## src/hdl/atom_exec_pkg.sv

```systemverilog
// Data word and register address types, ALU function codes, delay pipeline default depth
package atom_exec_pkg;

    //////////////////////////////
    // Widths
    //////////////////////////////

    // Data path width of the core
    localparam int unsigned XLEN = 32;

    // Register address width, 32 architectural registers
    localparam int unsigned REG_AW = 5;

    //////////////////////////////
    // Types
    //////////////////////////////

    // One data word
    typedef logic [XLEN-1:0] word_t;

    // One register address or destination tag
    typedef logic [REG_AW-1:0] reg_addr_t;

    // ALU function select
    // Code order matches the host issue encoding
    typedef enum logic [2:0] {
        ALU_ADD = 3'd0,
        ALU_SUB = 3'd1,
        ALU_XOR = 3'd2,
        ALU_OR  = 3'd3,
        ALU_AND = 3'd4,
        ALU_SLL = 3'd5,
        ALU_SRL = 3'd6,
        ALU_SRA = 3'd7
    } alu_func_e;

    //////////////////////////////
    // Pipeline
    //////////////////////////////

    // Default delay stages between operand fetch and execute
    // Any value of 1 or more is legal
    localparam int unsigned PIPE_DEPTH_DEF = 2;

endpackage
```

## src/hdl/exec_if.sv

```systemverilog
// Issued operation bundle with producer and consumer modports
interface exec_if;

    import atom_exec_pkg::*;

    // Single cycle strobe, one per operation
    logic      valid;

    // Payload, meaningful only with valid high
    alu_func_e func;
    // Operand a, always rs1
    word_t     a;
    // Operand b, rs2 or immediate
    word_t     b;
    // Destination tag
    reg_addr_t rd;

    // Producer side
    modport src (
        output valid,
        output func,
        output a,
        output b,
        output rd
    );

    // Consumer side
    modport dst (
        input  valid,
        input  func,
        input  a,
        input  b,
        input  rd
    );

endinterface

```

## src/hdl/atom_exec_top.sv

```systemverilog
// Execute slice top level joining fetch, delay pipe and execute stages
module atom_exec_top #(
    parameter int unsigned PIPE_DEPTH = atom_exec_pkg::PIPE_DEPTH_DEF
) (
    input  logic                     clk_i,
    input  logic                     rst_n_i,

    // Host register write
    input  logic                     reg_we_i,
    input  atom_exec_pkg::reg_addr_t reg_waddr_i,
    input  atom_exec_pkg::word_t     reg_wdata_i,

    // Operation issue
    input  logic                     issue_i,
    input  atom_exec_pkg::alu_func_e func_i,
    input  atom_exec_pkg::reg_addr_t rd_i,
    input  atom_exec_pkg::reg_addr_t rs1_i,
    input  atom_exec_pkg::reg_addr_t rs2_i,
    input  logic                     use_imm_i,
    input  atom_exec_pkg::word_t     imm_i,

    // Results, PIPE_DEPTH+2 cycles after issue
    output logic                     result_valid_o,
    output atom_exec_pkg::reg_addr_t result_rd_o,
    output atom_exec_pkg::word_t     result_o,
    output logic                     result_zero_o
);

    //////////////////////////////
    // Stage links
    //////////////////////////////

    exec_if fetch_to_pipe ();
    exec_if pipe_to_exec ();

    // Register read and operand select, 1 cycle
    operand_fetch u_operand_fetch (
        .clk_i       (clk_i),
        .rst_n_i     (rst_n_i),
        .reg_we_i    (reg_we_i),
        .reg_waddr_i (reg_waddr_i),
        .reg_wdata_i (reg_wdata_i),
        .issue_i     (issue_i),
        .func_i      (func_i),
        .rd_i        (rd_i),
        .rs1_i       (rs1_i),
        .rs2_i       (rs2_i),
        .use_imm_i   (use_imm_i),
        .imm_i       (imm_i),
        .out_o       (fetch_to_pipe.src)
    );

    // Balancing delay, PIPE_DEPTH cycles
    op_delay_pipe #(
        .PIPE_DEPTH (PIPE_DEPTH)
    ) u_op_delay_pipe (
        .clk_i   (clk_i),
        .rst_n_i (rst_n_i),
        .in_i    (fetch_to_pipe.dst),
        .out_o   (pipe_to_exec.src)
    );

    // ALU and result register, 1 cycle
    execute_unit u_execute_unit (
        .clk_i          (clk_i),
        .rst_n_i        (rst_n_i),
        .op_i           (pipe_to_exec.dst),
        .result_valid_o (result_valid_o),
        .result_rd_o    (result_rd_o),
        .result_o       (result_o),
        .result_zero_o  (result_zero_o)
    );

endmodule

```

## src/hdl/execute_unit.sv

```systemverilog
// Execute stage with ALU and registered result, tag and zero flag
module execute_unit (
    input  logic                     clk_i,
    input  logic                     rst_n_i,

    // Operation delivered by the delay pipe
    exec_if.dst                      op_i,

    // Result port
    output logic                     result_valid_o,
    output atom_exec_pkg::reg_addr_t result_rd_o,
    output atom_exec_pkg::word_t     result_o,
    output logic                     result_zero_o
);

    import atom_exec_pkg::*;

    // Combinational ALU output
    word_t alu_res;

    alu u_alu (
        .a_i      (op_i.a),
        .b_i      (op_i.b),
        .func_i   (op_i.func),
        .result_o (alu_res)
    );

    // Zero detect before the output register
    logic alu_zero;
    assign alu_zero = (alu_res == '0);

    //////////////////////////////
    // Output registers
    //////////////////////////////

    // One pulse per delivered operation
    always_ff @(posedge clk_i or negedge rst_n_i) begin
        if (!rst_n_i) begin
            result_valid_o <= 1'b0;
        end else begin
            result_valid_o <= op_i.valid;
        end
    end

    // Result fields hold until the next operation
    always_ff @(posedge clk_i) begin
        if (op_i.valid) begin
            result_o      <= alu_res;
            result_rd_o   <= op_i.rd;
            result_zero_o <= alu_zero;
        end
    end

endmodule

```

## src/hdl/alu.sv

```systemverilog
// Eight function integer ALU with shared adder and one universal shifter
module alu (
    input  atom_exec_pkg::word_t     a_i,
    input  atom_exec_pkg::word_t     b_i,
    input  atom_exec_pkg::alu_func_e func_i,

    output atom_exec_pkg::word_t     result_o
);

    import atom_exec_pkg::*;

    //////////////////////////////
    // Function decode
    //////////////////////////////

    logic sel_add;
    logic sel_sub;
    logic sel_xor;
    logic sel_or;
    logic sel_sll;
    logic sel_srl;
    logic sel_sra;

    // One-hot selects, AND is the fall-through case
    assign sel_add = (func_i == ALU_ADD);
    assign sel_sub = (func_i == ALU_SUB);
    assign sel_xor = (func_i == ALU_XOR);
    assign sel_or  = (func_i == ALU_OR);
    assign sel_sll = (func_i == ALU_SLL);
    assign sel_srl = (func_i == ALU_SRL);
    assign sel_sra = (func_i == ALU_SRA);

    //////////////////////////////
    // Adder
    //////////////////////////////

    // Sub as a plus inverted b plus carry in
    word_t arith_res;
    assign arith_res = a_i + (sel_sub ? ~b_i : b_i) + word_t'(sel_sub);

    //////////////////////////////
    // Universal shifter
    //////////////////////////////

    // Mirror a word end for end
    function automatic word_t bit_rev(input word_t val);
        word_t rev;
        for (int i = 0; i < XLEN; i++) begin
            rev[XLEN-1-i] = val[i];
        end
        return rev;
    endfunction

    // Extra top bit carries the fill value
    logic signed [XLEN:0] shift_in;
    word_t                shift_raw;
    word_t                shift_res;

    always_comb begin
        if (sel_sra) begin
            shift_in = {a_i[XLEN-1], a_i};
        end else if (sel_srl) begin
            shift_in = {1'b0, a_i};
        end else begin
            // sll goes through the right shifter mirrored
            shift_in = {1'b0, bit_rev(a_i)};
        end
    end

    // Only the low five bits of b count
    assign shift_raw = word_t'(shift_in >>> b_i[4:0]);

    // Undo the mirror for sll
    assign shift_res = sel_sll ? bit_rev(shift_raw) : shift_raw;

    //////////////////////////////
    // Result select
    //////////////////////////////

    always_comb begin
        if (sel_add || sel_sub) begin
            result_o = arith_res;
        end else if (sel_sll || sel_srl || sel_sra) begin
            result_o = shift_res;
        end else if (sel_xor) begin
            result_o = a_i ^ b_i;
        end else if (sel_or) begin
            result_o = a_i | b_i;
        end else begin
            result_o = a_i & b_i;
        end
    end

endmodule

```

## src/hdl/op_delay_pipe.sv

```systemverilog
// Fixed latency register chain between operand fetch and execute
module op_delay_pipe #(
    parameter int unsigned PIPE_DEPTH = atom_exec_pkg::PIPE_DEPTH_DEF
) (
    input  logic   clk_i,
    input  logic   rst_n_i,

    // Operations from fetch
    exec_if.dst    in_i,

    // Operations towards execute
    exec_if.src    out_o
);

    import atom_exec_pkg::*;

    // Per stage state, index 0 nearest the input
    logic      valid_q [PIPE_DEPTH];
    alu_func_e func_q  [PIPE_DEPTH];
    word_t     a_q     [PIPE_DEPTH];
    word_t     b_q     [PIPE_DEPTH];
    reg_addr_t rd_q    [PIPE_DEPTH];

    for (genvar g = 0; g < PIPE_DEPTH; g++) begin : g_stage
        logic      src_valid;
        alu_func_e src_func;
        word_t     src_a;
        word_t     src_b;
        reg_addr_t src_rd;

        // First stage takes the interface, the rest take the previous stage
        if (g == 0) begin : g_head
            assign src_valid = in_i.valid;
            assign src_func  = in_i.func;
            assign src_a     = in_i.a;
            assign src_b     = in_i.b;
            assign src_rd    = in_i.rd;
        end else begin : g_link
            assign src_valid = valid_q[g-1];
            assign src_func  = func_q[g-1];
            assign src_a     = a_q[g-1];
            assign src_b     = b_q[g-1];
            assign src_rd    = rd_q[g-1];
        end

        // Valid bit, cleared by reset
        always_ff @(posedge clk_i or negedge rst_n_i) begin
            if (!rst_n_i) begin
                valid_q[g] <= 1'b0;
            end else begin
                valid_q[g] <= src_valid;
            end
        end

        // Payload moves only with a live operation
        always_ff @(posedge clk_i) begin
            if (src_valid) begin
                func_q[g] <= src_func;
                a_q[g]    <= src_a;
                b_q[g]    <= src_b;
                rd_q[g]   <= src_rd;
            end
        end
    end

    // Last stage drives execute
    assign out_o.valid = valid_q[PIPE_DEPTH-1];
    assign out_o.func  = func_q[PIPE_DEPTH-1];
    assign out_o.a     = a_q[PIPE_DEPTH-1];
    assign out_o.b     = b_q[PIPE_DEPTH-1];
    assign out_o.rd    = rd_q[PIPE_DEPTH-1];

endmodule

```

## src/hdl/operand_fetch.sv

```systemverilog
// Operand fetch with host loaded register file and immediate select
module operand_fetch (
    input  logic                    clk_i,
    input  logic                    rst_n_i,

    // Host write port
    input  logic                    reg_we_i,
    input  atom_exec_pkg::reg_addr_t reg_waddr_i,
    input  atom_exec_pkg::word_t    reg_wdata_i,

    // Issue port
    input  logic                    issue_i,
    input  atom_exec_pkg::alu_func_e func_i,
    input  atom_exec_pkg::reg_addr_t rd_i,
    input  atom_exec_pkg::reg_addr_t rs1_i,
    input  atom_exec_pkg::reg_addr_t rs2_i,
    input  logic                    use_imm_i,
    input  atom_exec_pkg::word_t    imm_i,

    // Fetched operation towards the delay pipe
    exec_if.src                     out_o
);

    import atom_exec_pkg::*;

    // Number of architectural registers
    localparam int unsigned NUM_REGS = 2 ** REG_AW;

    //////////////////////////////
    // Register file
    //////////////////////////////

    // x0 has no storage, reads are forced to zero below
    word_t regs_q [1:NUM_REGS-1];

    // Host writes, x0 writes dropped
    always_ff @(posedge clk_i or negedge rst_n_i) begin
        if (!rst_n_i) begin
            for (int i = 1; i < NUM_REGS; i++) begin
                regs_q[i] <= '0;
            end
        end else if (reg_we_i && (reg_waddr_i != '0)) begin
            regs_q[reg_waddr_i] <= reg_wdata_i;
        end
    end

    //////////////////////////////
    // Operand read
    //////////////////////////////

    // Combinational read of the current contents
    // A write at the same edge lands after these are sampled
    word_t rs1_val;
    word_t rs2_val;
    word_t b_sel;

    assign rs1_val = (rs1_i == '0) ? '0 : regs_q[rs1_i];
    assign rs2_val = (rs2_i == '0) ? '0 : regs_q[rs2_i];

    // Immediate replaces rs2
    assign b_sel = use_imm_i ? imm_i : rs2_val;

    //////////////////////////////
    // Issue registers
    //////////////////////////////

    // Capture stage, loaded at the sampling edge
    logic      issue_q;
    alu_func_e func_q;
    word_t     a_q;
    word_t     b_q;
    reg_addr_t rd_q;

    // Valid strobe, one cycle after the sampling edge
    always_ff @(posedge clk_i or negedge rst_n_i) begin
        if (!rst_n_i) begin
            issue_q     <= 1'b0;
            out_o.valid <= 1'b0;
        end else begin
            issue_q     <= issue_i;
            out_o.valid <= issue_q;
        end
    end

    // Operands read before a same edge write lands
    always_ff @(posedge clk_i) begin
        if (issue_i) begin
            func_q <= func_i;
            a_q    <= rs1_val;
            b_q    <= b_sel;
            rd_q   <= rd_i;
        end
    end

    // Payload held between issues
    always_ff @(posedge clk_i) begin
        if (issue_q) begin
            out_o.func <= func_q;
            out_o.a    <= a_q;
            out_o.b    <= b_q;
            out_o.rd   <= rd_q;
        end
    end

endmodule

```

## config.mk

```make
export PLATFORM = sky130hd
export DESIGN_NAME = atom_exec_top
export DESIGN_NICKNAME = d
export VERILOG_FILES = /design/src/hdl/atom_exec_pkg.sv /design/src/hdl/exec_if.sv /design/src/hdl/atom_exec_top.sv /design/src/hdl/execute_unit.sv /design/src/hdl/alu.sv /design/src/hdl/op_delay_pipe.sv /design/src/hdl/operand_fetch.sv
export SDC_FILE = /design/constraint.sdc
export NUM_CORES = 2
export LEC_CHECK = 0
export BUFFER_PORTS_ARGS = -buffer_cell sky130_fd_sc_hd__buf_2
export CORE_MARGIN = 1
export CORE_UTILIZATION = 56
export CTS_CLUSTER_SIZE = 30
export DETAILED_ROUTE_END_ITERATION = 8
export PLACE_DENSITY_LB_ADDON = 0.05
export SYNTH_ARGS = -nofsm -noshare
export SYNTH_HDL_FRONTEND = slang
export SYNTH_SLANG_ARGS = --single-unit
export TNS_END_PERCENT = 30
```

## constraint.sdc

```tcl
create_clock -name clk_i -period 6.2 [get_ports clk_i]
set_input_delay 0.31 -clock clk_i [delete_from_list [all_inputs] [get_ports clk_i]]
set_output_delay 0.31 -clock clk_i [all_outputs]
set_load 0.005 [all_outputs]
```

==> impl_results.md <==
- Status: complete, but fails checks
- Violated checks: design-rule violations
- Hold Crit Class: input port to async pin
- Vias in the first global route: roughly 44000
- Final min period: ~5100 ps
- Bufs and invs on worst path: 3
- Avg WL per Cell: 34.3 um
- Initial DRC Count: 4978
- First-pass DRT Iterations: 8
- Yosys top cell by area: dfrtp_1
- Final Skew: between 40 and 50 ps
- Mean Syn Cell Area: between 15 and 20 um^2
- Root Driver: clkbuf_16
- Final Hold Viols: 0
- Pins Over Slew Limit: 0
- Initial antenna violation count: 10
- Reg-to-reg endpoint: u_execute_unit.result_zero_o
- # DRC: 40
- Grt total ovfl: 0
- Slowest cell on crit path: o31ai_1
- Pin count of the biggest net entering global routing: about 150
- IO Count: approximately 130
- Largest cells by area after synthesis: dfrtp_1 (36%), mux4_2 (19%), mux2_2 (18%)
- Area delta synth->final: 10.8%
- Lkg Pwr: ~32 nW
- # rows: around 130
- CP arrival: around 5700 ps
- Cell variety after synth: 87
- Worst VDD drop: 0.291 mV
- Via count: ~44000
- Synth Warn #: 0
- Reg clk slew, reported paths: ~60 ps
- Fin crit share: 0.826
- #FFs+latches synth: around 1300
- Critical path cell sequence: inv_2 -> nand2_1 -> nor2_4 -> buf_4 -> xnor2_1 -> ha_1 -> nor2b_1 -> o2111ai_1 -> a2111oi_0 -> buf_4 -> nor3_1 -> o31ai_1 -> a211oi_1 -> mux2i_1 -> and3_1 -> or4_1 -> nand4bb_1 -> nor4b_2
- First-pass GRT wire length: around 320000 um
- Post-DR vias/cell: approximately 7
- Routed Antenna Nets: 0
- Fmax: about 0.20 GHz
- CP max stage delay: ~560 ps
- Die W: around 360 um
- # clock sinks: approximately 1300
- Crit path top cell by count: buf_4
- Endpoints failing setup: 0
- Count leader, synth: mux2_2
- EDFF count, synth: 326
- R2R Path Start: u_op_delay_pipe.func_q[0][5]
- Post-synthesis sequential area ratio: 0.494
- CP required: between 6000 and 7000 ps
- H-tree levels: 4
- Port bufs: 130
- GRT Util Overall: 0.348
- Util after Layout: 0.627
- Synth Cell Area: roughly 70000 um^2
- Max clock buf depth: 3
- Instance count on the critical path: 18
- CP startpoint kind: register
- Share of the synthesized area in the top cell type: 0.355
- Routed WL: roughly 220000 um
- Async S/R FF share, synth: 0.754
- CTS tree: built
- Unrepaired setup endpoints after global routing: no
- Fillers: about 9200
- Total power: 25.3 mW
- Main synth FF type: dfrtp_1
- Crit-path max FO: 29
- CP Capture Type: register
- Cells after Synth: approximately 4600
- Reg2Reg Depth: 18
- Final GP Congestion: ~1.0
- Clock Latency Late Sink: 780 ps
- Least-Margin Pin Slew: between 1000 and 1500 ps
- Die H: 356 um
- Worst reg2reg setup slack: 1080 ps
- Syn_nets: 4787
- Slew margin rel.: 0.202
- Post-synth top cells: mux2_2 (1093), dfrtp_1 (997), mux4_2 (606)
- Initial core utilization: 0.566
- Setup TNS: 0 ps
- Die area: about 130000 um^2
- WHS: around 110 ps
- Layout cells sized above 1: 0.470
- Core Region: 124000 um^2
- WS Path Type: register to register
- CTS Buf Count: 145
- DP HPWL: between 100000 and 150000 um
- # Max-Cap Violations: 0
- Layout Nets: 4757
- CP top delay family: simple AND/OR/NAND/NOR gates
- Pwr dens: around 320 nW/um^2
-- how the worst max path moves through the flow --
stage | start | endpoint | slack, ps
final | u_op_delay_pipe.func_q[0][5] | u_execute_unit.result_zero_o | 1080
after global routing | u_op_delay_pipe.func_q[0][4] | u_execute_unit.result_zero_o | 700
after CTS | u_op_delay_pipe.func_q[0][4] | u_execute_unit.result_zero_o | 1110
after detailed placement | u_op_delay_pipe.func_q[0][5] | u_execute_unit.result_zero_o | 1190
after global placement | u_op_delay_pipe.func_q[0][5] | u_execute_unit.result_zero_o | 1250
after floorplan | u_op_delay_pipe.func_q[0][3] | u_execute_unit.result_zero_o | 710
-- layout make-up --
class | instances | area, um^2 | area share
clock buffers | 206 | 4220 | 0.0542
flip-flops and latches | 1323 | 34700 | 0.446
well taps | 1637 | 2050 | 0.0263
inverters | 71 | 267 | 0.00342
repair buffers | 264 | 2040 | 0.0263
multi-input cells | 2761 | 33700 | 0.433
diodes | 2 | 5.00 | 0.0000643
clock inverters | 60 | 797 | 0.0102
-- flip-flops by register name, indices dropped and copies added, names as in the netlist --
name,flops
u_operand_fetch.regs_q,992
u_execute_unit.result_valid_o,1
u_op_delay_pipe.a_q,64
u_op_delay_pipe.out_o.valid,1
u_op_delay_pipe.rd_q,10
u_operand_fetch.out_o.valid,1
u_operand_fetch.func_q,3
u_op_delay_pipe.b_q,64
u_execute_unit.result_zero_o,1
u_operand_fetch.out_o.a,32
u_execute_unit.result_rd_o,5
u_operand_fetch.out_o.rd,5
u_operand_fetch.rd_q,5
u_operand_fetch.b_q,32
u_operand_fetch.out_o.b,32
u_op_delay_pipe.g_stage.src_valid,1
u_op_delay_pipe.func_q,6
u_operand_fetch.a_q,32
u_operand_fetch.out_o.func,3
u_execute_unit.result_o,32
u_operand_fetch.issue_q,1
-- power by group --
part / internal, mW / switching, mW
Sequential: 10.5 / 1.03
Combinational: 2.81 / 1.93
Clock: 5.43 / 3.64
-- routing by layer --
layer  global-route usage  share of wire  wire length, um  vias up
li1                     -              -                -    17918
met1                0.542           0.45            98500    24125
met2                0.501           0.44            96100     1816
met3               0.0661          0.077            16700      332
met4               0.0997          0.027             5910        4
met5                    0        0.00011               23        -
-- layout by cell type, fill, tap and decap left out, types with 10 or more instances in the layout --
master and count:
buf_4 80, edfxtp_1 326, nor2_4 13, nor3_1 20
clkbuf_1 35, clkinv_2 19, dfrtp_1 994, o22ai_1 19
o21a_1 15, nand2_1 123, a211oi_1 16, a31oi_1 17
o21ai_0 85, inv_1 67, ha_1 98, clkbuf_16 154
clkbuf_8 17, nand3_1 16, buf_2 119, mux2i_1 83
a22o_1 70, a22oi_1 50, a2bb2oi_1 13, a21oi_1 73
nor2_1 77, xnor2_1 44, dlygate4sd3_1 41, mux4_2 606
a21boi_0 11, a21o_1 12, bufinv_16 16, clkinv_1 13
buf_12 17, nand2b_1 16, o211ai_1 10, xor2_1 12
mux2_2 1093
-- what timing repair did --
item,in CTS,in global routing
endpoints found under the hold margin,111,0
hold buffers,41,0
setup buffers,0,0
gates resized for setup,0,0
-- kinds of logic (layout without fill, tap and decap cells) --
logic type | after synthesis | in the layout | share of synthesized area
multiplexers | 1782 | 1782 | 0.381
flip-flops | 1323 | 1323 | 0.494
buffers and inverters | 512 | 601 | 0.0287
AO/OA/AOI/OAI | 470 | 470 | 0.0471
AND/OR/NAND/NOR | 354 | 354 | 0.0240
adder cells (fa/ha/maj) | 99 | 99 | 0.0177
XOR/XNOR | 56 | 56 | 0.00698
other | 0 | 2 | 0
-- through the flow --
stage / instance area, um^2 / setup WS (ps) / instances
after global routing: 77900 / 705 / 6322
after CTS: 77900 / 1110 / 6322
after floorplan: 70300 / 712 / 4596
final: 77900 / 1080 / 6324
after global placement: 72400 / 1250 / 6015
after detailed placement: 72400 / 1190 / 6015
(Power assumes the default switching activity.)
